$ cat src/logic/icache_pkg.sv
package icache_pkg;

    // fixed widths of the fetch path
    localparam int unsigned ADDR_W     = 32;
    localparam int unsigned WORD_W     = 32;
    localparam int unsigned BYTE_OFF_W = 2;     // byte offset inside one word

    typedef logic [ADDR_W-1:0] addr_t;          // byte address
    typedef logic [WORD_W-1:0] word_t;          // instruction word

    // fetch request, held by the CPU while cpu_req is high
    typedef struct packed {
        addr_t pc;
        logic  uncached;                        // bypass the arrays
    } fetch_req_t;

    // fetch response, valid while cpu_ack is high
    typedef struct packed {
        word_t data;
        logic  adef;                            // misaligned pc
    } fetch_rsp_t;

    // read request to the memory port
    typedef struct packed {
        addr_t addr;                            // line or word aligned
        logic  single;                          // one word, not a whole line
    } mem_rd_t;

endpackage

$ cat src/logic/icache_refill_buffer.sv
`timescale 1ns/1ps

module icache_refill_buffer #(
    parameter int unsigned LINE_WORDS = 4,
    localparam int unsigned CNT_W = (LINE_WORDS > 1) ? $clog2(LINE_WORDS) : 1
) (
    input  logic                                  clk,
    input  logic                                  rst,
    input  logic                                  start,
    input  logic                                  rvalid,
    input  logic                                  rlast,
    input  icache_pkg::word_t                     rdata,
    output icache_pkg::word_t [LINE_WORDS-1:0]    line,
    output icache_pkg::word_t                     first_word,
    output logic                                  fill_done
);

    logic [CNT_W-1:0] cnt;      // position of the next beat
    logic             active;   // refill in progress

    always_ff @(posedge clk) begin
        if (rst) begin
            cnt       <= '0;
            active    <= 1'b0;
            fill_done <= 1'b0;
        end else begin
            fill_done <= rvalid && rlast;   // one cycle after the last beat
            if (start) begin
                cnt    <= '0;
                active <= 1'b1;
            end else if (rvalid) begin
                cnt <= cnt + 1'b1;
                if (rlast) active <= 1'b0;
            end
        end
    end

    always_ff @(posedge clk) begin
        if (rvalid) line[cnt] <= rdata;
    end

    assign first_word = line[0];    // single-word fetch lands here

    a_beat_expected: assert property (@(posedge clk) disable iff (rst) rvalid |-> active)
        else $error("refill buffer: return beat without a request");

    a_last_in_time: assert property (@(posedge clk) disable iff (rst)
        rvalid && !rlast |-> cnt != CNT_W'(LINE_WORDS - 1))
        else $error("refill buffer: no rlast by the end of the line");

endmodule

$ cat config.mk
export PLATFORM = sky130hd
export DESIGN_NAME = icache_refill_buffer
export DESIGN_NICKNAME = d
export VERILOG_FILES = /design/src/logic/icache_pkg.sv /design/src/logic/icache_refill_buffer.sv
export SDC_FILE = /design/constraint.sdc
export NUM_CORES = 1
export LEC_CHECK = 0
export BUFFER_PORTS_ARGS = -buffer_cell sky130_fd_sc_hd__clkbuf_2
export CAP_MARGIN = 20
export CORE_ASPECT_RATIO = 0.6
export CORE_MARGIN = 2
export CORE_UTILIZATION = 46
export CTS_CLUSTER_SIZE = 12
export DETAILED_ROUTE_END_ITERATION = 10
export PLACE_DENSITY = 0.79
export SKIP_CTS_REPAIR_TIMING = 1
export SYNTH_ARGS = -nofsm -noshare
export SYNTH_HDL_FRONTEND = slang
export SYNTH_SLANG_ARGS = --single-unit
$ cat constraint.sdc
create_clock -name clk -period 1.7 [get_ports clk]
set_clock_uncertainty 0.05 [all_clocks]
set_input_delay 0.085 -clock clk [delete_from_list [all_inputs] [get_ports clk]]
set_output_delay 0.085 -clock clk [all_outputs]
set_load 0.02 [all_outputs]
# [Yosys cells after proc, flatten, opt, wreduce, memory -nomap -nowiden]
# Cells that the tools add are included.
# Widths: inputs -> output; s select.
[word_totals] in_bits=37 regBits=131
[op_classes] muxes=3 order_cmp=2 reduce_logical=3 n_addsub=1
[ops] cell="$bwmux 128" count=1
[ops] cell="$demux 32 s2" count=1
[ops] cell="$mux 32" count=1
[ops] cell="$lt 2x3->1 const B" count=1
[ops] cell="$add 2x1->2 const B" count=1
[ops] cell="$ge 2x1->1 const B" count=1
[ops] cell="$logic_and 1x1->1" count=2
[ops] cell="$reduce_or 2->1" count=1

# [Longest topological paths before layout]
[logic_depth] ltp_word=5 ltp_mapped=4 mapped_depth_nobuf=4

# [Worst setup path after synthesis]
# OpenSTA, ideal clock, no wires.
[synth_timing] path_type="flip-flop to flip-flop" start="register, netlist name cnt[0]" end="register line[64] (netlist bit), enable pin" required_time_ps=1276 setup_slack_ps=258 n_path_buf=0 arrival_time_ps=1017 period_less_slack_ps=1442 path_stages_with_launch=4 setup_ps=374 path_cell_list="dfxtp_1 inv_1 ha_1 and2_2"
[synth_lines] item="end signal: indexed assignment" line="icache_refill_buffer.sv:39" text="if (rvalid) line[cnt] <= rdata;"
[synth_lines] item="end: declaration" line="icache_refill_buffer.sv:13" text="output icache_pkg::word_t [LINE_WORDS-1:0] line,"

==> run metrics <==
status=finished clean; Initial Util=47.1%; worst r2r src=cnt[0]; min-delay src=rvalid; Place WS=-0.0223 ns; Syn Inst Count=179; Max FO, Critical Path=32; hold crit path type=input pin to register; power per cell area=1260 nW/um^2; drt total wl=9170 um; Crit Path Category=register to register; core area=9090 sq um; Starting DRT DRC Count=164; flops & latches, synth=131; Synth Warn #=0; via/cell ratio=4.66; RSZ-0062 raised after global routing=no; Hold Violations, Final=0; Worst Path Required=1.68 ns; first-pass GRT wire length=12,400 um; TritonRoute pass-1 iters=4; Placer Congestion=0.738; H-tree Lvls=4; CTS tree=built; Num CTS Buffers=17; std cell rows=27; Rel. slew slack=68.1%; Root Buffer=clkbuf_16; WHS Path Cells=3; area grow syn2layout=43.8%; die width=128 um; number of max-cap violations=0; synth unique cells=11; Final Setup Violations=0; final max-slew violation count=0; I/O Pins=198; vias in the first global route=2,237; maximum vdd drop=0.909 mV; Worst-Skew Late Latency=0.39 ns; Reg2Reg Capture Point=first_word[25]; Final Critical Period=1.47 ns; post-synthesis net count=220; ratio of cells with drive above 1 in the final layout=56.4%; cell area after synthesis=4280 sq um; worst slew pin tran=0.479 ns; die span in y=78.7 um; Mean Syn Cell Area=23.9 sq um; DPL Wire Length=5920 um; WP data arrival=1.45 ns; final setup margin=0.229 ns; Antenna Cells=0; P_leak=2.53 nW; number of remaining DRC errors=0; Final nets=443; clock-pin slew on the worst setup and hold paths=0.05 ns; IO Port Bufs=197; die area=10,100 sq um; Layout fillers=597; GRT Residual Overflow=0; largest net degree at the start of global routing=33; crit path capture type=register; WL/cell=17.3 um; Tcrit/Tclk final=86.5%; flop2flop setup slack=0.23 ns; Clock Path Buffers=2; sequential-to-total area share from yosys stat=91.3%; total number of vias=2,463; Setup TNS Final=0 ns; Routed Antenna Nets=0; clock sink count=131; f_max=0.680 GHz; antenna violations before repair=0; Hold Path End=cnt[1]; GRT Resource Usage Total=17.6%; CP startpoint kind=register; worst hold slack=0.0836 ns; Worst R2R Path Depth=3
## area by class of cell
cell class	count	area, sq um	area share, %
Clock buffer	19	433	7.04
Sequential cell	131	3900	63.4
Clock inverter	11	163	2.64
Tap cell	116	145	2.36
Timing Repair Buffer	236	1370	22.3
Inverter	2	7.51	0.122
Multi-Input combinational cell	14	130	2.11
## metal layers
layer,track usage (%),part of all wire [%],up-vias
met5,0,0,-
li1,-,-,1098
met3,8.02,9.5,7
met1,20.7,40,1221
met4,7.83,0.70,0
met2,28.1,49,137
## state kept, by name, summed over array words and instances, names as in the netlist
| name | cells |
|---|---|
| line | 96 |
| first_word | 32 |
| cnt | 2 |
| fill_done | 1 |
## cell families after synthesis
logic type / synth area share, %
buffers and inverters: 5.79
XOR/XNOR: 0.205
flip-flops: 91.3
multiplexers: 0.234
AND/OR/NAND/NOR: 1.35
adder cells (fa/ha/maj): 1.17
## layout by cell type, fill, tap and decap left out
| cell | instances |
|---|---|
| edfxtp_1 | 128 |
| nand2_1 | 1 |
| bufinv_16 | 4 |
| clkbuf_16 | 17 |
| dlygate4sd3_1 | 37 |
| xnor2_1 | 1 |
| clkinv_2 | 4 |
| and2_4 | 3 |
| clkbuf_1 | 2 |
| clkinvlp_4 | 3 |
| ha_1 | 4 |
| clkbuf_2 | 197 |
| buf_4 | 2 |
| dfxtp_1 | 3 |
| nor2_1 | 1 |
| nor3_2 | 2 |
| mux2i_1 | 1 |
| and2_2 | 1 |
| inv_1 | 2 |
## synthesized netlist by cell type
library cell  number  area share [%]
and2_2             4            0.70
buf_4             32             5.6
dfxtp_1            3             1.4
edfxtp_1         128              90
ha_1               4             1.2
inv_1              2            0.18
mux2i_1            1            0.23
nand2_1            1           0.088
nor2_1             1           0.088
nor3_2             2            0.47
xnor2_1            1            0.20
## where the power goes
part	total, mW	internal (mW)	switching (mW)	leakage (nW)
sequential	3.68	3.64	0.0396	1.20
combinational	0.452	0.165	0.287	1.05
clock	3.65	2.42	1.23	0.284
total	7.78	6.23	1.55	2.53
## worst max-delay path by stage
stage | from | to | depth (start not counted)
6_report | cnt[0] | first_word[25] | 3
2_1_floorplan | cnt[0] | line[64] | 3
3_3_place_gp | cnt[0] | first_word[13] | 3
5_1_grt | cnt[1] | first_word[25] | 3
3_5_place_dp | cnt[0] | line[87] | 3
4_1_cts | cnt[0] | first_word[25] | 3
## worst max-delay path, stage by stage (launching register included)
cell	delay, ns
dfxtp_1	0.34
inv_1	0.09
ha_1	0.16
and2_4	0.45
## through the flow
stage | std cells | util [%] | power (mW) | instance area [sq um]
6_report | 529 | 67.7 | 7.78 | 6150
5_1_grt | 529 | 67.7 | 8.04 | 6150
4_1_cts | 492 | 63.6 | 7.78 | 5780
3_5_place_dp | 462 | 57.0 | 4.13 | 5180
3_3_place_gp | 462 | 57.0 | 4.12 | 5180
2_1_floorplan | 179 | - | 3.98 | 4280
Note: power is estimated with default switching activity, not from simulation.
