### config.mk
export PLATFORM = sky130hd
export DESIGN_NAME = icache_tag_array
export DESIGN_NICKNAME = d
export VERILOG_FILES = /design/src/logic/icache_pkg.sv /design/src/logic/icache_tag_array.sv
export SDC_FILE = /design/constraint.sdc
export NUM_CORES = 2
export LEC_CHECK = 0
export BUFFER_PORTS_ARGS = -buffer_cell sky130_fd_sc_hd__buf_2
export CAP_MARGIN = 20
export CORE_MARGIN = 5
export CORE_UTILIZATION = 63
export DETAILED_ROUTE_END_ITERATION = 6
export HOLD_SLACK_MARGIN = 0.1
export PLACE_DENSITY = 0.79
export SKIP_CTS_REPAIR_TIMING = 1
export SLEW_MARGIN = 15
export SYNTH_ARGS = -nofsm -noshare
export SYNTH_HDL_FRONTEND = slang
export SYNTH_SLANG_ARGS = --single-unit
### constraint.sdc
create_clock -name clk -period 3.2 [get_ports clk]
set_clock_uncertainty 0.15 [all_clocks]
set_input_delay 0.16 -clock clk [delete_from_list [all_inputs] [get_ports clk]]
set_output_delay 0.16 -clock clk [all_outputs]
set_load 0.005 [all_outputs]
### src/logic/icache_pkg.sv
package icache_pkg;

    // fixed widths of the fetch path
    localparam int unsigned ADDR_W     = 32;
    localparam int unsigned WORD_W     = 32;
    localparam int unsigned BYTE_OFF_W = 2;     // byte offset inside one word

    typedef logic [ADDR_W-1:0] addr_t;          // byte address
    typedef logic [WORD_W-1:0] word_t;          // instruction word

    // fetch request, held by the CPU while cpu_req is high
    typedef struct packed {
        addr_t pc;
        logic  uncached;                        // bypass the arrays
    } fetch_req_t;

    // fetch response, valid while cpu_ack is high
    typedef struct packed {
        word_t data;
        logic  adef;                            // misaligned pc
    } fetch_rsp_t;

    // read request to the memory port
    typedef struct packed {
        addr_t addr;                            // line or word aligned
        logic  single;                          // one word, not a whole line
    } mem_rd_t;

endpackage

### src/logic/icache_tag_array.sv
`timescale 1ns/1ps

module icache_tag_array #(
    parameter int unsigned SETS       = 64,
    parameter int unsigned LINE_WORDS = 4,
    localparam int unsigned IDX_W = $clog2(SETS),
    localparam int unsigned OFF_W = $clog2(LINE_WORDS) + icache_pkg::BYTE_OFF_W,
    localparam int unsigned TAG_W = icache_pkg::ADDR_W - IDX_W - OFF_W
) (
    input  logic             clk,
    input  logic             rst,
    input  logic             rd_en,
    input  logic [IDX_W-1:0] rd_index,
    input  logic [TAG_W-1:0] rd_tag,
    input  logic             wr_en,
    input  logic [1:0]       wr_way,
    input  logic [IDX_W-1:0] wr_index,
    input  logic [TAG_W-1:0] wr_tag,
    input  logic             clr_en,
    input  logic [IDX_W-1:0] clr_index,
    output logic [1:0]       hit
);

    typedef logic [TAG_W-1:0] tag_t;

    tag_t            tags [2][SETS];
    logic [SETS-1:0] valid [2];
    tag_t            tag_q [2];                 // tags read at the lookup edge
    tag_t            cmp_tag_q;                 // tag of the looked-up pc
    logic [1:0]      valid_q;

    always_ff @(posedge clk) begin
        if (rst) begin
            valid[0] <= '0;
            valid[1] <= '0;
            valid_q  <= '0;
        end else begin
            for (int w = 0; w < 2; w++) begin
                if (clr_en) valid[w][clr_index] <= 1'b0;    // flush sweep
                else if (wr_en && wr_way[w]) valid[w][wr_index] <= 1'b1;
                if (rd_en) valid_q[w] <= valid[w][rd_index];
            end
        end
    end

    always_ff @(posedge clk) begin
        for (int w = 0; w < 2; w++) begin
            if (wr_en && wr_way[w]) tags[w][wr_index] <= wr_tag;
            if (rd_en) tag_q[w] <= tags[w][rd_index];
        end
        if (rd_en) cmp_tag_q <= rd_tag;
    end

    always_comb begin
        for (int w = 0; w < 2; w++) begin
            hit[w] = valid_q[w] && (tag_q[w] == cmp_tag_q);
        end
    end

    // a line is only ever filled into one way, so both ways never match
    a_hit_onehot: assert property (@(posedge clk) disable iff (rst) !(&hit))
        else $error("tag array: line present in both ways");

endmodule

== Yosys cells after proc, flatten, opt, wreduce, memory -nomap -nowiden ==
Memories as Yosys holds them, arrays and structs flattened.
Index checks and enable logic that the tools add are counted.

* Bits in registers: 24
* Bits in writable memories: 2988
* Bits of input ports: 69
* Output and inout bits: 2
* Logic and storage cells: 569
* Memories: 3

{| class="wikitable"
|+ Memory list
! memory !! depth !! bits a word !! rd ports !! clocked after Yosys merged registers in !! write ports !! line !! text
|-
| tags || 2 || 1408 || 2 || 0 || 2 || icache_tag_array.sv:26 || <nowiki>tag_t tags [2][SETS];</nowiki>
|-
| valid || 2 || 64 || 2 || 0 || 2 || icache_tag_array.sv:27 || <nowiki>logic [SETS-1:0] valid [2];</nowiki>
|-
| tag_q || 2 || 22 || 2 || 0 || 2 || icache_tag_array.sv:28 || <nowiki>tag_t tag_q [2];</nowiki>
|}

* Order comparisons: 8
* Eq/ne operators: 2
* Mux-type cells: 289
* Bitwise logic cells: 258
* Reduce and logical (&&, ||, !) cells: 7

{| class="wikitable"
|+ Operators by type and width
! kind !! number
|-
| $mux 1408 || 2
|-
| $mux 1 || 272
|-
| $bmux 22 s6 || 2
|-
| $or 1x1->1 || 256
|-
| $mux 64 || 3
|-
| $demux 22 s6 || 1
|-
| $mux 22 || 5
|-
| $eq 22x22->1 || 2
|-
| $lt 6x7->1 const B || 3
|-
| $ge 7x7->1 const B || 2
|-
| $not 6->7 || 2
|-
| $bmux 1 s6 || 2
|-
| $demux 1 s6 || 2
|-
| $ge 6x1->1 const B || 2
|-
| $logic_and 1x1->1 || 7
|-
| $lt 7x1->1 const B || 1
|}

== Longest topological paths before layout ==
* Depth after elaboration: 7
* Mapped depth: 10
* Mapped depth without buffers: 5

== Worst setup path before layout ==
OpenSTA, ideal clock, no wires.

* Path type: input port to flip-flop
* Start point: input port rd_index[0]
* End point: memory tag_q[0][0] in the netlist's numbering (data pin)
* Library setup time: 0.272 ns
* Data arrival time: 2.363 ns
* Required time: 2.778 ns
* Setup slack: 0.415 ns
* Cell stages on the path: 5
* Path buffers: 2
* Path through: clkbuf_1 buf_1 mux4_2 mux4_2 mux4_2

{| class="wikitable"
|+ RTL lines
! element !! line !! text
|-
| start: declaration || icache_tag_array.sv:13 || <nowiki>input logic [IDX_W-1:0] rd_index,</nowiki>
|-
| end: declaration || icache_tag_array.sv:28 ||
|}

==> summary.md <==
| Metric | Value |
|---|---|
| Setup slack, reg-to-reg | 0.11 ns |
| Clk Latency, worst-skew pair | ~0.94 ns |
| RSZ-0062 raised after global routing | no |
| #FFs+latches synth | 3,012 |
| Setup TNS | -0.00305 ns |
| Syn Nets | 5,042 |
| Gate Count Post-Synth | between 4,000 and 5,000 |
| Number of I/O pins | around 70 |
| Worst path max stage delay | between 0.9 and 1 ns |
| Most used cell, CP | dlygate4sd3_1 |
| Max cap viols | 0 |
| Post-synthesis sequential area ratio | between 70 and 80% |
| Worst Path Buf+Inv | 4 |
| Post-synth top area cell | edfxtp_1 |
| CP startpoint kind | primary input |
| P per Cell Area | around 600 mW/mm^2 |
| Clock Tree Buf Depth | 4 |
| GRT overflow | 0 |
| Worst-path fanout max | 14 |
| Synth top area share | between 70 and 80% |
| Pwr Total | 0.0814 W |
| First-pass GRT wire length | roughly 450,000 microns |
| Routed Antenna Nets | 2 |
| DP Wirelength | 166,000 microns |
| CTS tree | done |
| Final WS setup | -0.00305 ns |
| Crit Path Class | in2reg |
| Filler Cell Count | between 9,000 and 10,000 |
| Chip Height | about 440 microns |
| Area Overhead vs Synth | 14.3% |
| Die ar. | roughly 0.19 sq mm |
| Routability cong. | ~0.95 |
| Slowest cell on crit path | nor2_1 |
| DRC marker count from the first detailed-route iteration | 10,938 |
| Max frequency | 312 MHz |
| Storage cell area | ~0.09 sq mm |
| Failing checks | antenna rules, DRC, setup timing |
| Ys flop type | edfxtp_1 |
| Leak | about 41 nW |
| Crit path arrival time | approximately 3.9 ns |
| Number of flops mapped to enable cells by yosys | around 2,900 |
| Layout cell share with drive strength beyond 1 | about a third |
| Max transition margin | ~18% |
| Cell row count | 157 |
| Maximum vdd drop | 0.450 mV |
| Footprint of the multi-input gates | roughly 0.025 sq mm |
| Syn_area_per_cell | between 20 and 25 sq um |
| Residual DRC | 4 |
| CTS sink cnt | roughly 3,000 |
| Core region area | around 0.18 sq mm |
| Min Tclk post-route | between 3 and 4 ns |
| Reg clk slew, reported paths | 0.06 ns |
| Period utilisation layout | 100% |
| Initial antenna violation count | 32 |
| Via/cell ratio | 7.36 |
| # setup viols final | 1 |
| Yosys cell types | 38 |
| Vias in the first global route | 60,040 |
| Tightest Pin Transition | around 1.2 ns |
| Largest net degree at the start of global routing | about 130 |
| Fin. Hold Viols | 0 |
| IO Port Bufs | 70 |
| Status | finished, violations left |
| Top cells by area, synth | edfxtp_1 (76%), mux4_2 (18%), dfxtp_1 (1.1%), nor2_1 (0.69%), o21ai_0 (0.55%) |
| Nets@finish | ~5,600 |
| Crit-path cells | dlygate4sd3_1 > buf_2 > nand3b_1 > nor2_1 > a21oi_1 > dlygate4sd3_1 > nand2_1 > o21ai_0 > dlygate4sd3_1 |
| Post-synth ARST share | 0% |
| Post-synth design cell area | 0.116 sq mm |
| Tot GR Track Use | about a third |
| Max-slew violations | 0 |
| Final WL | around 330,000 microns |
| Ys Warns | 0 |
| Crit. End Element | flip-flop |
| Via total after detailed routing | 60,388 |
| Root buf cell | clkbuf_16 |
| Initial Utilization | approximately 63% |
| Die width | roughly 440 microns |
| Crit-path leading delay family | buffers and inverters |
| WL per Instance | between 30 and 40 microns |
| H-tree Lvls | 5 |
| Data required, critical path | about 3.9 ns |
| Hold slack | between 0.1 and 0.15 ns |
| HP Class | in2reg |
| DRT Pass-1 Iters | 7 |
| Num CTS Buffers | roughly 300 |
==> cell type report <==
| class | count | area share [%] |
|---|---|---|
| clock buffer | 372 | 5.90 |
| antenna | 28 | 0.0529 |
| clock inverter | 131 | 0.790 |
| timing repair buffer | 519 | 4.07 |
| multi-input combinational | 1682 | 19.1 |
| tap | 2464 | 2.33 |
| sequential | 3012 | 67.7 |
==> report_power, final <==
part           total (W)  internal [W]  switching (W)  leakage [nW]
logic            0.00450       0.00186        0.00263          10.0
registers         0.0438        0.0436       0.000248          27.1
clock network     0.0331        0.0187         0.0144          4.32
==> metrics by stage <==
stage	area, sq um	worst slack (ns)	utilization (%)	std cells
5_1_grt	132000	0.0361	72.4	8188
3_3_place_gp	122000	-0.387	66.8	7562
6_report	133000	-0.00305	72.4	8208
3_5_place_dp	122000	-0.348	66.8	7563
4_1_cts	131000	-0.0289	71.7	8066
2_1_floorplan	116000	0.415	-	4973
==> metal layers <==
layer	global-route usage [%]	part of all wire (%)	up-vias
met2	53.2	48	5941
met3	9.02	14	1117
met1	45.0	32	31078
li1	-	-	22240
met5	0	0.025	-
met4	17.3	6.0	12
==> cell usage after synthesis, types with 6 or more instances <==
cell	instances
dfxtp_1	66
a22o_1	8
nand2b_1	11
o21ai_0	127
buf_1	30
buf_2	72
nor2_1	214
nand2_1	112
mux4_2	938
a21oi_1	75
nor2b_1	24
a211oi_1	16
nor4_1	7
edfxtp_1	2946
a22oi_1	6
xnor2_1	14
nor3_1	13
clkbuf_1	158
nand4_1	11
mux2i_1	26
buf_4	17
xor2_1	30
nand3_1	17
==> state kept, by name, summed over array words and instances, names as in the netlist <==
name / cells
cmp_tag_q: 22
tag_q: 44
tags: 2816
valid: 128
valid_q: 2
==> logic make-up after synthesis <==
logic type / Yosys count / synth area share (%)
buffers and inverters: 279 / 1.05
AO/OA/AOI/OAI: 242 / 1.15
multiplexers: 964 / 18.4
XOR/XNOR: 44 / 0.332
flip-flops: 3012 / 77.4
AND/OR/NAND/NOR: 432 / 1.61
==> worst reg2reg max path, cell delays in order, from the launching register on <==
cell and delay [ns]:
edfxtp_1 0.39, mux4_2 0.49, mux4_2 0.52, nor2b_1 0.20, a211oi_1 0.89, a21oi_1 0.14
==> placed cells by master (no fill, tap or decap), types with 4 or more instances in the layout <==
cell type      instances
xor2_1                30
buf_8                  4
clkinv_2              35
nor2b_1               24
dfxtp_1               66
nor2_2               128
bufinv_16             18
a211oi_1              14
nand4_1               11
buf_12                99
nor3b_1                4
clkinv_1              69
buf_6                  6
buf_2                 43
diode_2               28
o21ai_0              127
nand2_1              110
dlygate4sd3_1        110
xnor2_1               14
buf_4                254
clkbuf_1              70
nand3_1               17
nand2b_1              11
clkbuf_16            302
mux2i_1               26
nor4_1                 7
nor2_1                86
edfxtp_1            2946
clkinvlp_4             5
a21oi_1               75
nor3_1                11
mux4_2               938
a22oi_1                6
a22o_1                 8
==> worst paths after layout <==
check                startpoint            to  cells past startpoint
setup / recovery            rst  valid[1][37]                      9
setup reg to reg  tags[0][1275]  tag_q[0][21]                      5
hold / removal        wr_tag[3]  tags[0][575]                      2
hold reg to reg    valid[1][46]  valid[1][46]                      2
Power figures use the tool's default switching activity.
