$ cat config.mk
export PLATFORM = sky130hd
export DESIGN_NAME = icache_ctrl
export DESIGN_NICKNAME = d
export VERILOG_FILES = /design/src/logic/icache_pkg.sv /design/src/logic/icache_ctrl.sv
export SDC_FILE = /design/constraint.sdc
export NUM_CORES = 1
export LEC_CHECK = 0
export BUFFER_PORTS_ARGS = -buffer_cell sky130_fd_sc_hd__buf_4
export CORE_AREA = 2 2 236 238
export DETAILED_ROUTE_END_ITERATION = 7
export DIE_AREA = 0 0 238 240
export PLACE_DENSITY = 0.4
export SLEW_MARGIN = 5
export SYNTH_ARGS = -nofsm -noshare
export SYNTH_HDL_FRONTEND = slang
export SYNTH_SLANG_ARGS = --single-unit
$ cat constraint.sdc
create_clock -name clk -period 2.8 [get_ports clk]
set_input_delay 0.42 -clock clk [delete_from_list [all_inputs] [get_ports clk]]
set_output_delay 0.42 -clock clk [all_outputs]
set_load 0.005 [all_outputs]
$ cat src/logic/icache_pkg.sv
package icache_pkg;

    // fixed widths of the fetch path
    localparam int unsigned ADDR_W     = 32;
    localparam int unsigned WORD_W     = 32;
    localparam int unsigned BYTE_OFF_W = 2;     // byte offset inside one word

    typedef logic [ADDR_W-1:0] addr_t;          // byte address
    typedef logic [WORD_W-1:0] word_t;          // instruction word

    // fetch request, held by the CPU while cpu_req is high
    typedef struct packed {
        addr_t pc;
        logic  uncached;                        // bypass the arrays
    } fetch_req_t;

    // fetch response, valid while cpu_ack is high
    typedef struct packed {
        word_t data;
        logic  adef;                            // misaligned pc
    } fetch_rsp_t;

    // read request to the memory port
    typedef struct packed {
        addr_t addr;                            // line or word aligned
        logic  single;                          // one word, not a whole line
    } mem_rd_t;

endpackage

$ cat src/logic/icache_ctrl.sv
`timescale 1ns/1ps

module icache_ctrl #(
    parameter int unsigned SETS       = 64,
    parameter int unsigned LINE_WORDS = 4,
    localparam int unsigned WOFF_W = $clog2(LINE_WORDS),
    localparam int unsigned OFF_W  = WOFF_W + icache_pkg::BYTE_OFF_W,
    localparam int unsigned IDX_W  = $clog2(SETS),
    localparam int unsigned TAG_W  = icache_pkg::ADDR_W - IDX_W - OFF_W
) (
    input  logic                                  clk,
    input  logic                                  rst,
    input  logic                                  cpu_req,
    input  icache_pkg::fetch_req_t                fetch,
    output logic                                  cpu_ack,
    output icache_pkg::fetch_rsp_t                rsp,
    input  logic                                  flush_req,
    output logic                                  flush_ack,
    output logic                                  mem_req,
    output icache_pkg::mem_rd_t                   mem_rd,
    input  logic                                  mem_accept,
    output logic                                  rd_en,
    output logic [IDX_W-1:0]                      rd_index,
    output logic [TAG_W-1:0]                      rd_tag,
    input  logic [1:0]                            hit,
    input  icache_pkg::word_t [LINE_WORDS-1:0]    rd_line0,
    input  icache_pkg::word_t [LINE_WORDS-1:0]    rd_line1,
    output logic                                  fill_start,
    input  icache_pkg::word_t [LINE_WORDS-1:0]    fill_line,
    input  icache_pkg::word_t                     first_word,
    input  logic                                  fill_done,
    output logic                                  wr_en,
    output logic [1:0]                            wr_way,
    output logic [IDX_W-1:0]                      wr_index,
    output logic [TAG_W-1:0]                      wr_tag,
    output logic                                  clr_en,
    output logic [IDX_W-1:0]                      clr_index,
    output logic                                  lru_touch,
    output logic [1:0]                            lru_way,
    input  logic [1:0]                            victim
);

    localparam int unsigned ADDR_W = icache_pkg::ADDR_W;
    localparam int unsigned BOFF_W = icache_pkg::BYTE_OFF_W;

    typedef logic [IDX_W-1:0]  index_t;
    typedef logic [WOFF_W-1:0] woff_t;
    typedef enum logic [2:0] {IDLE, LOOKUP, MISS_REQ, MISS_WAIT, RESPOND, FLUSH, DONE} state_t;

    state_t                 state;
    icache_pkg::fetch_req_t req_q;      // fetch being served
    icache_pkg::fetch_rsp_t rsp_q;
    icache_pkg::fetch_rsp_t fill_rsp;
    logic [1:0]             victim_q;   // way chosen at lookup
    index_t                 flush_cnt;
    index_t                 req_index;
    woff_t                  req_woff;
    logic                   misaligned;
    logic                   cached_hit;
    logic                   go_mem;

    assign req_index  = req_q.pc[OFF_W +: IDX_W];
    assign req_woff   = req_q.pc[BOFF_W +: WOFF_W];
    assign misaligned = req_q.pc[BOFF_W-1:0] != '0;
    assign cached_hit = !req_q.uncached && (|hit);
    assign go_mem     = (state == LOOKUP) && !misaligned && !cached_hit;

    // arrays are read on the edge that sees the request
    assign rd_en    = (state == IDLE) && cpu_req && !flush_req;
    assign rd_index = (state == IDLE) ? fetch.pc[OFF_W +: IDX_W] : req_index;
    assign rd_tag   = fetch.pc[ADDR_W-1 -: TAG_W];

    assign fill_start = go_mem;
    assign mem_req    = (state == MISS_REQ);
    assign mem_rd.single = req_q.uncached;
    assign mem_rd.addr   = req_q.uncached ? {req_q.pc[ADDR_W-1:BOFF_W], {BOFF_W{1'b0}}}
                                          : {req_q.pc[ADDR_W-1:OFF_W], {OFF_W{1'b0}}};

    assign fill_rsp.data = req_q.uncached ? first_word : fill_line[req_woff];
    assign fill_rsp.adef = 1'b0;

    // line write in the cycle the refill completes
    assign wr_en    = (state == MISS_WAIT) && fill_done && !req_q.uncached;
    assign wr_way   = victim_q;
    assign wr_index = req_index;
    assign wr_tag   = req_q.pc[ADDR_W-1 -: TAG_W];

    assign clr_en    = (state == FLUSH);
    assign clr_index = flush_cnt;

    assign lru_touch = ((state == LOOKUP) && !misaligned && cached_hit) || wr_en;
    assign lru_way   = (state == LOOKUP) ? hit : victim_q;

    assign cpu_ack   = (state == RESPOND) || ((state == MISS_WAIT) && fill_done);
    assign rsp       = (state == MISS_WAIT) ? fill_rsp : rsp_q;
    assign flush_ack = (state == DONE);

    always_ff @(posedge clk) begin
        if (rst) begin
            state     <= IDLE;
            flush_cnt <= '0;
        end else begin
            case (state)
                IDLE: begin
                    if (flush_req) begin            // flush wins over fetch
                        state     <= FLUSH;
                        flush_cnt <= '0;
                    end else if (cpu_req) begin
                        state <= LOOKUP;
                    end
                end
                LOOKUP: state <= go_mem ? MISS_REQ : RESPOND;
                MISS_REQ: begin
                    if (mem_accept) state <= MISS_WAIT;
                end
                MISS_WAIT: begin
                    if (fill_done) state <= RESPOND;
                end
                RESPOND: begin
                    if (!cpu_req) state <= IDLE;    // hold ack until req drops
                end
                FLUSH: begin
                    if (flush_cnt == index_t'(SETS - 1)) state <= DONE;
                    else flush_cnt <= flush_cnt + 1'b1;
                end
                DONE: begin
                    if (!flush_req) state <= IDLE;
                end
                default: state <= IDLE;
            endcase
        end
    end

    always_ff @(posedge clk) begin
        if (rd_en) req_q <= fetch;
        if (state == LOOKUP) begin
            victim_q   <= victim;
            rsp_q.adef <= misaligned;
            rsp_q.data <= hit[1] ? rd_line1[req_woff] : rd_line0[req_woff];
        end
        if ((state == MISS_WAIT) && fill_done) rsp_q <= fill_rsp;
    end

    a_mem_hold: assert property (@(posedge clk) disable iff (rst)
        mem_req && !mem_accept |=> mem_req && $stable(mem_rd))
        else $error("ctrl: memory request changed before accept");

endmodule

== Word level (Yosys, flattened, before mapping) ==
Index checks and enable logic that the tools add are counted.
Operators by class
  order comparisons: 1
  mux-type cells: 26
  equality and inequality tests: 15
  reduce and logical (&&, ||, !) cells: 21
  add/subtract/negate cells: 1
Operators by type and width (count)
  32-bit binary-select mux with 2-bit select: 3
  32-bit 2-to-1 mux: 5
  33-bit 2-to-1 mux: 3
  3-bit 2-to-1 mux: 8
  3-bit one-hot mux with 7 select lines: 1
  6-bit 2-to-1 mux: 3
  6-bit one-hot mux with 2 select lines: 1
  2-bit inequality test, second input constant: 5
  3-bit == test, second input constant: 3
  1-bit logical AND: 8
  6-bit by 1-bit adder with 6-bit output, second input constant: 1
  3-bit by 2-bit == test with 1-bit output, second input constant: 2
  6-bit == test, second input constant: 1
  6-bit AND reduction: 1
  2-bit nonzero test: 3
  1-bit zero test: 4
  4-bit 2-to-1 mux: 1
  2-bit by 1-bit inequality test with 1-bit output, second input constant: 2
  3-bit by 1-bit == test with 1-bit output, second input constant: 1
  3-bit zero test: 1
  2-bit by 3-bit less-than comparator with 1-bit output, second input constant: 1
  3-bit inequality test, second input constant: 1
  3-bit AND reduction: 1
  1-bit logical OR: 2
  2 further kinds: 2
Storage, ports and cells
  register bits: 77
  bits of input ports: 459

== Depth between registers and ports, before layout ==
  depth after elaboration: 6
  depth in mapped cells: 9

== Worst setup path before layout ==
OpenSTA, ideal clock, no wires.
  path type: register to output
  start point: register state[2]
  end point: output port rd_en
  stages on the path, launching flop included: 4
  required time: 2.380 ns
  arrival time: 1.857 ns
  path slack: 0.523 ns
  path through: dfxtp_1 > buf_2 > nor3_2 > and3b_1
On the way
  cells in the longest elaborated chain, start to end: 3
RTL lines
  start, declared: RTL line icache_ctrl.sv:50  | state_t state;
  start signal, assigned: RTL line icache_ctrl.sv:112  | LOOKUP: state <= go_mem ? MISS_REQ : RESPOND;
  3-bit zero test: RTL line icache_ctrl.sv:69  | assign rd_en = (state == IDLE) && cpu_req && !flush_req;
  1-bit logical AND (2 in a row): RTL line icache_ctrl.sv:69
  end, declared: RTL line icache_ctrl.sv:22  | output logic rd_en,
Every way passes these cells.

==> summary.txt <==
Synthesis
  • Post-synth EDFFs: 67
  • Complex-gate fraction of the synthesized area: 11.0%
  • Syn Inst Count: 550
  • Largest family of logic cells by synthesized area: multiplexers
  • Top FF cell, synth: edfxtp_1
  • Async SR Flop Fraction: 0%
  • Seq/Total Area, Yosys: around a third
  • Synth Warn #: 0
  • Cell area after synthesis: between 0.006 and 0.007 mm^2
  • Mux cell area share after synthesis: between 30% and 40%
  • Seq cells post-synth: 77
  • Unique masters post-synth: 48
  • Post-Synth XOR/XNOR Area: 0%
  • Adder-Cell Fraction of Synth Area: less than 1%
  • Simple-gate portion of the synthesized area: ~5.9%
  • Mean Syn Cell Area: 12.5 um^2

Run
  • Max-cap violations: 0

Worst hold path
  • Hold Crit Class: in2reg

Detailed routing
  • Post-route antenna net violation count: 0
  • DRT iter0 DRCs: ~350
  • Overall routed net length: roughly 37000 um
  • DR vias/cell: between 3 and 4
  • Drt drc: 0
  • Drt wl/cell: 20.8 um
  • Routed vias: 6990
  • TritonRoute pass-1 iters: 5

Global routing
  • First-pass GRT wire length: about 50000 um
  • Vias in the first global route: approximately 7300
  • GR Overflow Total: 0
  • Total GRT Usage: approximately an eighth
  • Initial antenna violation count: 1
  • Largest net degree at the start of global routing: 59

Clocking
  • CTS tree: built
  • CTS root buf: clkbuf_16
  • Maximum buffer depth of the clock tree: 2
  • H-tree lvl count: 3
  • Post-CTS Hold Buffers: 0
  • Clock Latency Late Sink: 390 ps
  • Clk slew on worst S/H paths: around 80 ps
  • Clk sinks: 77
  • Num CTS Buffers: 9

STA
  • Fin crit share: a little over nine tenths
  • Slew headroom: 59.5%
  • Final Slew Violations: 0
  • Worst-case clock skew: between 15 and 20 ps
  • Setup TNS Final: 0 ps
  • Setup violations, final: 0
  • Achievable Freq: about 380 MHz
  • Worst-margin pin slew: ~600 ps
  • Final min period: between 2000 and 3000 ps
  • Final hold viol count: 0
  • Worst Hold Slack: between 200 and 250 ps

Floorplanning
  • Initial Util: 12.6%
  • Die area: about 0.057 mm^2
  • Site Rows: 86
  • I/O pins: around 600
  • Chip height: about 240 um
  • CORE AREA: 0.0547 mm^2
  • Die width: 238 um

Finish
  • Fin cells: between 1500 and 2000
  • Layout Nets: between 1500 and 2000
  • Diode count: 0
  • Area grow syn2layout: 75.4%
  • Share of cells above drive strength 1: 71.2%

Place
  • # port buffers: 596
  • Placed cells: ~1700
  • Routability congestion estimate: 0.809
  • HPWL Detailed: 30600 um

Critical path
  • CP endpoint kind: output pin
  • CP max FO: 12
  • Kind of critical path: reg2out
  • CP startpoint kind: register
  • CP arrival: between 2000 and 2500 ps
  • Worst path required time: 2380 ps

Power
  • Cell Pwr Density: just over 500 mW/mm^2
  • Maximum VDD drop: ~0.0003 V
  • Leak Pwr: between 0.005 and 0.006 uW

Run status
  • Status: finished, final reports clean
==> per-stage QoR <==
step | util, % | setup slack [ps] | instance area, um^2 | total power [uW]
final | 22.0 | 146 | 12000 | 6190
after global routing | 22.0 | -1.87 | 12000 | 6600
after CTS | 21.8 | 16.9 | 11900 | 6290
after detailed placement | 21.2 | 401 | 11600 | 4900
after global placement | 21.2 | 457 | 11600 | 4900
after floorplan | - | 523 | 6870 | 3370
==> cells in the final DEF (no fill, tap or decap), drive strengths merged, types with 2 or more instances in the layout <==
cell type / instances
nor3b: 3
a22oi: 32
o31ai: 2
mux4: 96
mux2i: 33
a311oi: 4
buf: 633
and2: 5
mux2: 6
nor3: 3
clkinv: 2
a21oi: 6
and3b: 4
edfxtp: 67
nand3: 5
o311ai: 2
conb: 2
nand2: 45
inv: 7
a41oi: 2
clkbuf: 11
dfxtp: 10
o21ai: 72
nor2: 6
==> worst max-delay path, stage by stage (launching register included) <==
cell	delay, ps
edfxtp_1	450
buf_12	190
buf_16	180
mux4_2	500
mux2i_1	220
o21ai_0	130
buf_4	170
==> timing repair <==
| action | CTS | global route |
|---|---|---|
| gates resized for setup | 0 | 5 |
| setup buffers | 0 | 9 |
| hold endpoints to repair | 0 | 0 |
| endpoints found under the setup margin | 0 | 22 |
==> final cells by class <==
cell class	instances	area, um^2
Clock buffer	9	225
Fill cell	5899	42600
Sequential cell	77	2210
Multi-Input combinational cell	341	3750
Timing Repair Buffer	635	4880
Clock inverter	7	77.6
Tap cell	704	881
Inverter	3	16.3
==> per-layer routing <==
metal  share of wire (%)  wire length, um  global-route usage (%)
met5               0.022                8                       0
met2                  52            19400                    21.8
met4                 1.6              607                    4.00
met1                  39            14400                    14.5
met3                 6.9             2550                    2.54
==> path summary, 6_finish.rpt <==
path / from / endpoint / slack [ps] / cells after the start
worst min-delay path: fetch[1] / req_q[1] / 210 / 1
worst min register to register: rsp_q[0] / rsp_q[0] / 520 / 2
worst max register to register: state[2] / rsp_q[21] / 530 / 6
worst max-delay path: req_q[3] / rsp[19] / 150 / 6
==> report_power, final <==
group          total, uW  internal [uW]  leakage [uW]  switching [uW]
Clock               1320            704      0.000149             614
Combinational       3130           1700       0.00436            1440
Sequential          1740           1610      0.000710             132
==> registers in the layout, indices dropped and copies added, names as in the netlist <==
name       flops
wr_tag        22
wr_way         2
mem_rd         1
state          3
clr_index      6
wr_index       6
rsp_q         33
req_q          4
==> kinds of logic after synthesis <==
family                     after synthesis
and+or+nand+nor                         79
buffers and inverters                  133
other                                    1
adders and majority gates                1
muxes                                  135
DFF                                     77
AOI/OAI and AO/OA                      124
==> synth_stat cells, types with 5 or more instances <==
cell,count,area (um^2)
buf_4,86,646
a21oi_1,6,30.0
nand3_1,5,25.0
o21ai_1,29,145
clkbuf_1,20,75.1
mux2i_1,33,330
buf_2,15,75.1
mux2_2,6,67.6
nand2_1,45,169
a22oi_1,31,233
dfxtp_1,10,200
nor2_1,5,18.8
mux4_2,96,2160
o21ai_0,43,215
edfxtp_1,67,2010
(Power assumes the default switching activity.)
