**src/logic/icache_lru.sv**
```systemverilog
`timescale 1ns/1ps

module icache_lru #(
    parameter int unsigned SETS = 64,
    localparam int unsigned IDX_W = $clog2(SETS)
) (
    input  logic             clk,
    input  logic             rst,
    input  logic [IDX_W-1:0] index,
    input  logic             touch,
    input  logic [1:0]       touch_way,
    input  logic             clr_en,
    input  logic [IDX_W-1:0] clr_index,
    output logic [1:0]       victim
);

    logic [SETS-1:0] lru;   // 1 means way 1 is least recently used

    always_ff @(posedge clk) begin
        if (rst) begin
            lru <= '0;
        end else if (clr_en) begin
            lru[clr_index] <= 1'b0;
        end else if (touch) begin
            lru[index] <= touch_way[0];     // point at the other way
        end
    end

    // fills go way 0 first after a clear, so an empty way is picked first
    assign victim = lru[index] ? 2'b10 : 2'b01;

endmodule

```
**config.mk**
```make
export PLATFORM = sky130hd
export DESIGN_NAME = icache_lru
export DESIGN_NICKNAME = d
export VERILOG_FILES = /design/src/logic/icache_lru.sv
export SDC_FILE = /design/constraint.sdc
export NUM_CORES = 1
export LEC_CHECK = 0
export BUFFER_PORTS_ARGS = -buffer_cell sky130_fd_sc_hd__buf_2
export CAP_MARGIN = 20
export CORE_ASPECT_RATIO = 2
export CORE_MARGIN = 2
export CORE_UTILIZATION = 54
export CTS_CLUSTER_SIZE = 24
export DETAILED_ROUTE_END_ITERATION = 10
export PLACE_DENSITY = 0.74
export SLEW_MARGIN = 20
export SYNTH_ARGS = -nofsm -noshare
export SYNTH_HDL_FRONTEND = slang
export SYNTH_SLANG_ARGS = --single-unit
```
**constraint.sdc**
```tcl
create_clock -name clk -period 2.2 [get_ports clk]
set_input_delay 0.44 -clock clk [delete_from_list [all_inputs] [get_ports clk]]
set_output_delay 0.44 -clock clk [all_outputs]
set_load 0.02 [all_outputs]
```
# Word level (Yosys, flattened, before mapping)
# Cells that the tools add are included.
[classes]
n_lt_le_gt_ge = 4
bitwise = 2
mux = 10
reduce_logical = 3
[ops]
columns = ["cell", "count"]
rows = [
  ["64-bit two-way mux", 2],
  ["64-bit AND", 1],
  ["64-bit bitwise mux", 1],
  ["64-bit NOT", 1],
  ["6-bit by 7-bit less-than comparator with 1-bit output (second input constant)", 2],
  ["1-bit demux with 6-bit select", 2],
  ["6-bit by 1-bit greater-or-equal comparator with 1-bit output (second input constant)", 2],
  ["1-bit binary-select mux with 6-bit select", 1],
  ["1-bit two-way mux", 3],
  ["1-bit logical AND", 2],
  ["2-bit two-way mux", 1],
  ["2-bit nonzero test", 1],
]
[word_totals]
register_bits = 64
input_bits = 18
word_cells = 20

# Depth between registers and ports, before layout
# Gate-level depths: netlist of the first run.
[logic_depth]
depth_word = 7
mapped_depth = 8

# Least setup slack after synthesis of the first run
# Ideal clock, no wire load.
[synth_timing]
path_kind = "input -> output"
start = "input port index[1]"
end = "output port victim[0]"
stages = 6
path_buffers = 1
required_time_ns = 1.760
arrival_time_ns = 2.175
slack_ns = -0.415
cell_sequence = "buf_6 -> mux2_4 -> a221o_1 -> a22oi_1 -> o21ai_1 -> nor4_1"
[synth_via]
elab_chain_cells = 3
[synth_lines]
columns = ["item", "line", "source"]
rows = [
  ["start, declared", "9", "input logic [IDX_W-1:0] index,"],
  ["1-bit binary-select mux with 6-bit select", "30", "assign victim = lru[index] ? 2'b10 : 2'b01;"],
  ["1-bit two-way mux (implied by the code)", "30", ""],
  ["2-bit two-way mux", "30", ""],
  ["end, declared", "14", "output logic [1:0] victim"],
]
# Every way passes these cells. The select of a mux whose other input is x is not followed.

# Final worst setup path of the first run
[layout_timing]
start = "register lru[38]"
end = "output port victim[1]"
[layout_via]
elab_chain_cells = 3
[layout_lines]
columns = ["item", "line", "source"]
rows = [
  ["start, declared", "17", "logic [SETS-1:0] lru;"],
  ["start signal, assigned by index", "25", "lru[index] <= touch_way[0];"],
  ["1-bit binary-select mux with 6-bit select", "30", ""],
  ["1-bit two-way mux (implied by the code)", "30", ""],
  ["2-bit two-way mux", "30", ""],
]
# Every way passes these cells. The select of a mux whose other input is x is not followed.

==> reports/qor.csv, run 1 <==
stage,metric,value,unit
cts,H-tree depth,3,
setup_path,CP max FO,3,
setup_path,CP arrival,2.20,ns
cts,number of CTS-inserted buffers,9,
min_path,worst min path class,register to register,
cts,# hold bufs at CTS,0,
floorplanning,core area,7940,um2
synthesis,post-synthesis mux area share,17.4,%
synthesis,Mapped Cells,540,
status,failing checks,negative setup slack,
timing,Max Freq,0.379,GHz
final_layout,"Most flops, register",lru,
global_route,initial antenna violation count,0,
run,Max Cap Violations,0,
synthesis,Synth cell types,49,
cts,CTS tree,built,
final_layout,Largest register FFs,64,
timing,Final Hold Fails,0,
place,Placer Congestion,0.953,
timing,hold_ws,0.507,ns
global_route,first-pass GRT wire length,23300,um
final_layout,Syn-to-layout area delta,23.5,%
timing,Slew HR,59.3,%
detailed_routing,total iterations of the first detailed-routing run,5,
floorplanning,row count,46,
detailed_routing,via-per-instance ratio,6.72,
timing,final setup skew,0,ns
cts,"CTS clk-pin slew, worst paths",0.05,ns
pwr,Final Power,0.00355,W
synthesis,simple-gate portion of the synthesized area,19.5,%
synthesis,number of synthesized flops with an enable pin,0,
synthesis,syn_area_per_cell,8.17,um2
place,DP HPWL,9820,um
detailed_routing,drc violations,0,
pwr,Power per Cell Area,652,nW/um2
pwr,Lkg Pwr,1.98,nW
final_layout,Final Instance Area,5450,um2
timing,"Slew Viols, Final",0,
synthesis,Compound-Gate Fraction of Synth Area,28.7,%
synthesis,ys flop type,dfxtp_1,
synthesis,"Seq/Total Area, Yosys",29.0,%
detailed_routing,DRT iter0 DRCs,417,
global_route,GRT Total Usage,34.4,%
synthesis,Yosys warnings,0,
setup_path,Setup crit end kind,output pin,
synthesis,#FFs+latches synth,64,
detailed_routing,Avg WL per Cell,21.3,um
global_route,total gr overflow,0,
pwr,maximum VDD drop,0.000435,V
final_layout,nets,606,
detailed_routing,Detailed Route WL,14700,um
floorplanning,Die H,132,um
detailed_routing,via count,4629,
cts,clock latency on the worst-skew pair,0.33,ns
place,dpl cell area,5030,um2
detailed_routing,post-route ant nets,0,
synthesis,Post-Synthesis Cell Area,4410,um2
timing,Slew @ Worst Pin,0.611,ns
setup_path,CP Launch Type,register,
min_path,hold path cells,2,
final_layout,layout cells sized above 1,30.2,%
global_route,vias in the first global route,4589,
status,status,"finished, violations left",
cts,clk buf depth,2,
setup_path,CP Data Required Time,1.76,ns
timing,Tcrit/Tclk final,120,%
place,PortBufs,18,
floorplanning,die area,8950,um2
final_layout,n_diodes,0,
timing,final setup fails,2,
synthesis,Post-Synth Adder-Cell Area,0,%
timing,Tmin final,2.64,ns
cts,Sink Count,64,
setup_path,Crit Path Category,register to output pin,
global_route,largest net degree at the start of global routing,65,
setup_path,CP Cell Sequence,mux2_4 > a221o_1 > a221oi_2 > a311oi_2 > or4_4 > buf_6,
place,Place WS,-0.668,ns
setup_path,Register-to-Register Path Depth,4,
final_layout,filler instances,644,
floorplanning,Initial Util,55.6,%
final_layout,Top Registers,lru (64),
synthesis,Mapped Nets,558,
synthesis,Synth Area in XOR/XNOR,0,%
floorplanning,num ports,20,
synthesis,Async SR Flop Fraction,0,%
synthesis,main combinational cell family by area after synthesis,compound AO/OA/AOI/OAI gates,
setup_path,slowest library cell on the worst path,or4_4,
cts,Root Buffer,clkbuf_16,
timing,RSZ-0062 raised after global routing,yes,
floorplanning,Die X-Extent,67.9,um
timing,min setup slack post-route,-0.436,ns
setup_path,Crit path largest cell delay,0.50,ns
[critical path, delay by kind of cell, from the launching register on]
family | cells | cell delay [ns]
compound gates | 3 | 0.64
buf+inv | 1 | 0.15
flops | 1 | 0.33
mux | 1 | 0.25
simple gates | 1 | 0.50
[path summary, 6_finish.rpt]
path / startpoint / to / slack, ns
setup / recovery: lru[38] / victim[1] / -0.44
hold / removal: lru[26] / lru[26] / 0.51
setup reg to reg: lru[2] / lru[2] / 1.12
hold reg to reg: lru[26] / lru[26] / 0.51
[per-layer routing]
metal | global-route usage (%) | vias to the layer above | wire length [um]
met4 | 26.8 | 0 | 877
met3 | 5.98 | 62 | 983
li1 | - | 2148 | -
met1 | 38.7 | 2203 | 5330
met2 | 54.9 | 216 | 7470
met5 | 0 | - | 0
[cell usage after synthesis (7+ instances only)]
library cell / count / area share, %
nor2_1: 101 / 8.6
mux2_2: 48 / 12
nand3_1: 7 / 0.79
a211oi_1: 64 / 11
or3b_2: 7 / 1.4
clkbuf_1: 35 / 3.0
dfxtp_1: 64 / 29
buf_1: 7 / 0.60
a21boi_0: 17 / 2.9
a311oi_1: 18 / 3.6
mux2i_1: 12 / 2.7
nand2_1: 7 / 0.60
nand3b_1: 13 / 2.2
o21ai_0: 65 / 7.4
buf_2: 8 / 0.91
[placed cells by master, fill, tap and decap left out, types with 5 or more instances in the layout]
| cell type | count |
|---|---|
| nor2_1 | 101 |
| a21boi_0 | 17 |
| clkbuf_8 | 6 |
| buf_6 | 5 |
| mux2_2 | 48 |
| a311oi_1 | 17 |
| nand3_1 | 7 |
| nand2_1 | 7 |
| mux2i_1 | 12 |
| buf_12 | 6 |
| nand3b_1 | 13 |
| buf_4 | 66 |
| o21ai_0 | 65 |
| or3b_2 | 7 |
| clkbuf_16 | 9 |
| a211oi_1 | 63 |
| buf_2 | 12 |
| dfxtp_1 | 61 |
[logic make-up (layout without fill, tap and decap cells)]
group,count (synthesis),in the layout
AOI/OAI and AO/OA,187,187
buffers and inverters,55,108
DFF,64,64
muxes,65,65
and+or+nand+nor,169,169
[through the flow]
step                setup TNS, ns  cells  util (%)
detailed placement          -3.04    672      63.3
global route               -0.918    689      68.6
floorplan                  -0.449    540         -
global placement            -2.59    672      63.3
CTS                        -0.905    688      67.8
finish                     -0.782    689      68.6
[what timing repair did]
| item | 4_1_cts | 5_1_grt |
|---|---|---|
| pin swaps | 4 | 10 |
| resized for setup | 8 | 17 |
| setup buffers | 0 | 1 |
| endpoints found under the setup margin | 2 | 2 |
[final cells by class]
cell class / instances / area [um2] / area share, %
flip-flops and latches: 64 / 1280 / 23.6
inverters: 2 / 7.51 / 0.138
well taps: 96 / 120 / 2.20
clock buffers: 15 / 308 / 5.65
clock inverters: 1 / 30.0 / 0.551
repair buffers: 90 / 747 / 13.7
multi-input cells: 421 / 2950 / 54.2
[where the power goes]
| part | switching [W] | leakage (nW) | internal, W |
|---|---|---|---|
| registers | 0.0000610 | 0.530 | 0.00124 |
| clock network | 0.000523 | 0.168 | 0.00106 |
| logic | 0.000363 | 1.28 | 0.000309 |
| total | 0.000947 | 1.98 | 0.00261 |
Note: power is estimated with default switching activity, not from simulation.
==> run 2, diff against run 1 <==
- clock period: 2.2 -> 2.35 ns (I/O delays scaled with it)
==> reports/qor.csv, run 2 (same netlist as run 1, synthesis figures left out) <==
stage,metric,value,unit,change
timing,RSZ-0062 raised after global routing,yes,,unchanged
setup_path,Setup crit end kind,output pin,,unchanged
detailed_routing,via-per-instance ratio,6.87,,was 6.72
floorplanning,row count,46,,unchanged
global_route,first-pass GRT wire length,23300,um,about the same
final_layout,"Most flops, register",lru,,unchanged
setup_path,CP Launch Type,register,,unchanged
setup_path,Crit Path Category,register to output pin,,unchanged
timing,final setup fails,2,,unchanged
min_path,worst min-delay path startpoint,lru[10],,was lru[26]
place,placed insts,661,,was 672
final_layout,Syn-to-layout area delta,19.4,%,was 23.5%
setup_path,CP Data Required Time,1.88,ns,was 1.76 ns
detailed_routing,via count,4649,,was 4629
timing,Tmin final,2.74,ns,
cts,"CTS clk-pin slew, worst paths",0.06,ns,was 0.05 ns
final_layout,"commonest non-fill, non-tap cell in the layout",nor2_1,,unchanged
cts,Root Buffer,clkbuf_16,,unchanged
final_layout,Final Instance Area,5270,um2,was 5450 um2
timing,Slew @ Worst Pin,0.639,ns,was 0.611 ns
timing,min setup slack post-route,-0.392,ns,was -0.436 ns
cts,Setup Buffers After CTS,0,,unchanged
floorplanning,die area,8950,um2,unchanged
detailed_routing,post-route ant nets,0,,unchanged
global_route,vias in the first global route,4434,,was 4589
global_route,GRT Total Usage,34.3,%,was 34.4%
floorplanning,core area,7940,um2,unchanged
floorplanning,Initial Util,55.6,%,unchanged
final_layout,Top Registers,lru (64),,unchanged
cts,Sink Count,64,,unchanged
setup_path,Register-to-Register Path Depth,4,,unchanged
cts,clk buf depth,2,,unchanged
global_route,initial antenna violation count,0,,unchanged
global_route,largest net degree at the start of global routing,65,,unchanged
status,failing checks,negative setup slack,,unchanged
floorplanning,Die H,132,um,unchanged
min_path,hold path cells,2,,unchanged
final_layout,n_diodes,0,,unchanged
pwr,Power per Cell Area,604,nW/um2,was 652 nW/um2
detailed_routing,drc violations,0,,unchanged
setup_path,RR Startpoint,lru[36],,was lru[2]
cts,H-tree depth,3,,unchanged
place,PortBufs,18,,unchanged
setup_path,CP Cell Sequence,mux4_2 > and2_1 > a211oi_1 > nor4b_2 > or4_4 > buf_6,,was mux2_4 > a221o_1 > a221oi_2 > a311oi_2 > or4_4 > buf_6
min_path,Hold EP,lru[10],,was lru[26]
final_layout,final non-filler cell total,677,,was 689
pwr,Lkg Pwr,1.89,nW,was 1.98 nW
setup_path,FF-to-FF setup slack,1.32,ns,was 1.12 ns
floorplanning,Die X-Extent,67.9,um,unchanged
setup_path,CP max FO,2,,was 3
place,DP HPWL,9700,um,was 9820 um
timing,"Slew Viols, Final",0,,unchanged
final_layout,Storage cell area,1280,um2,about the same
setup_path,slowest library cell on the worst path,mux4_2,,was or4_4
final_layout,post-layout util,66.3,%,was 68.6%
run,Max Cap Violations,0,,unchanged
detailed_routing,Avg WL per Cell,21.6,um,was 21.3 um
timing,final setup skew,0,ns,unchanged
cts,number of CTS-inserted buffers,9,,unchanged
detailed_routing,Detailed Route WL,14600,um,was 14700 um
global_route,total gr overflow,0,,unchanged
cts,clock latency on the worst-skew pair,0.33,ns,about the same
setup_path,CP arrival,2.27,ns,was 2.20 ns
final_layout,"commonest cells after routing, fill and taps aside","nor2_1 (101), o21ai_0 (65), a211oi_1 (64), dfxtp_1 (62), buf_4 (60)",,"was nor2_1 (101), buf_4 (66), o21ai_0 (65), a211oi_1 (63), dfxtp_1 (61)"
final_layout,nets,594,,was 606
detailed_routing,total iterations of the first detailed-routing run,5,,unchanged
final_layout,Largest register FFs,64,,unchanged
place,dpl cell area,4910,um2,was 5030 um2
status,status,"finished, violations left",,unchanged
final_layout,layout cells sized above 1,27.7,%,was 30.2%
setup_path,reg2reg end,lru[36],,was lru[2]
floorplanning,num ports,20,,unchanged
cts,CTS tree,built,,unchanged
final_layout,filler instances,673,,was 644
final_layout,area of the multi-input gates,2950,um2,about the same
place,Placer Congestion,0.920,,was 0.953
min_path,worst min path class,register to register,,unchanged
setup_path,Crit path largest cell delay,0.46,ns,was 0.50 ns
timing,Slew HR,57.4,%,was 59.3%
timing,Max Freq,0.365,GHz,
detailed_routing,DRT iter0 DRCs,362,,was 417
pwr,maximum VDD drop,0.000530,V,was 0.000435 V
timing,Tcrit/Tclk final,117,%,
timing,Final Hold Fails,0,,unchanged
## run 2: what timing repair did
action | CTS | global route
hold buffers | 0 | 0
resized for setup | 10 | 6
setup endpoints to repair | 2 | 2
pin swaps | 4 | 1
## run 2: worst max-delay path by stage
stage | startpoint | to | slack (ns) | cells past startpoint
finish | lru[15] | victim[1] | -0.39 | 6
global placement | index[1] | victim[1] | -0.54 | 7
detailed placement | index[1] | victim[1] | -0.56 | 7
global route | lru[2] | victim[1] | -0.42 | 5
floorplan | index[1] | victim[1] | -0.16 | 6
CTS | lru[36] | victim[1] | -0.37 | 6
## run 2: routing by layer
layer  up-vias  part of all wire [%]  GRT usage [%]
met5         -                     0              0
met4         0                   8.0           22.7
met3        87                   6.7           5.72
met2       247                    48           54.5
met1      2200                    37           40.8
li1       2115                     -              -
## run 2: critical path: cells and delay by family, from the launching register on
| family | cells | cell delay [ns] |
|---|---|---|
| simple gates | 3 | 0.71 |
| compound gates | 1 | 0.26 |
| mux | 1 | 0.46 |
| buf+inv | 1 | 0.15 |
| flops | 1 | 0.34 |
## run 2: through the flow
stage,worst slack (ns),hold WS (ns),setup TNS [ns],power (W)
floorplan,-0.157,0.465,-0.269,0.00159
global placement,-0.543,0.476,-1.09,0.00178
detailed placement,-0.557,0.491,-1.24,0.00180
CTS,-0.370,0.504,-0.731,0.00317
global route,-0.417,0.524,-0.808,0.00328
finish,-0.392,0.500,-0.705,0.00318
## run 2: area by class of cell
type | instances | share of cell area (%)
timing repair buffer | 78 | 11.5
sequential | 64 | 24.4
clock buffer | 13 | 4.94
tap | 96 | 2.28
multi-input combinational | 421 | 56.0
inverter | 2 | 0.143
clock inverter | 3 | 0.760
## run 2: power breakdown
group          total (W)  switching (W)  internal, W
Clock            0.00137       0.000490     0.000876
Sequential       0.00121      0.0000579      0.00116
Combinational   0.000602       0.000335     0.000267
Total            0.00318       0.000883      0.00230
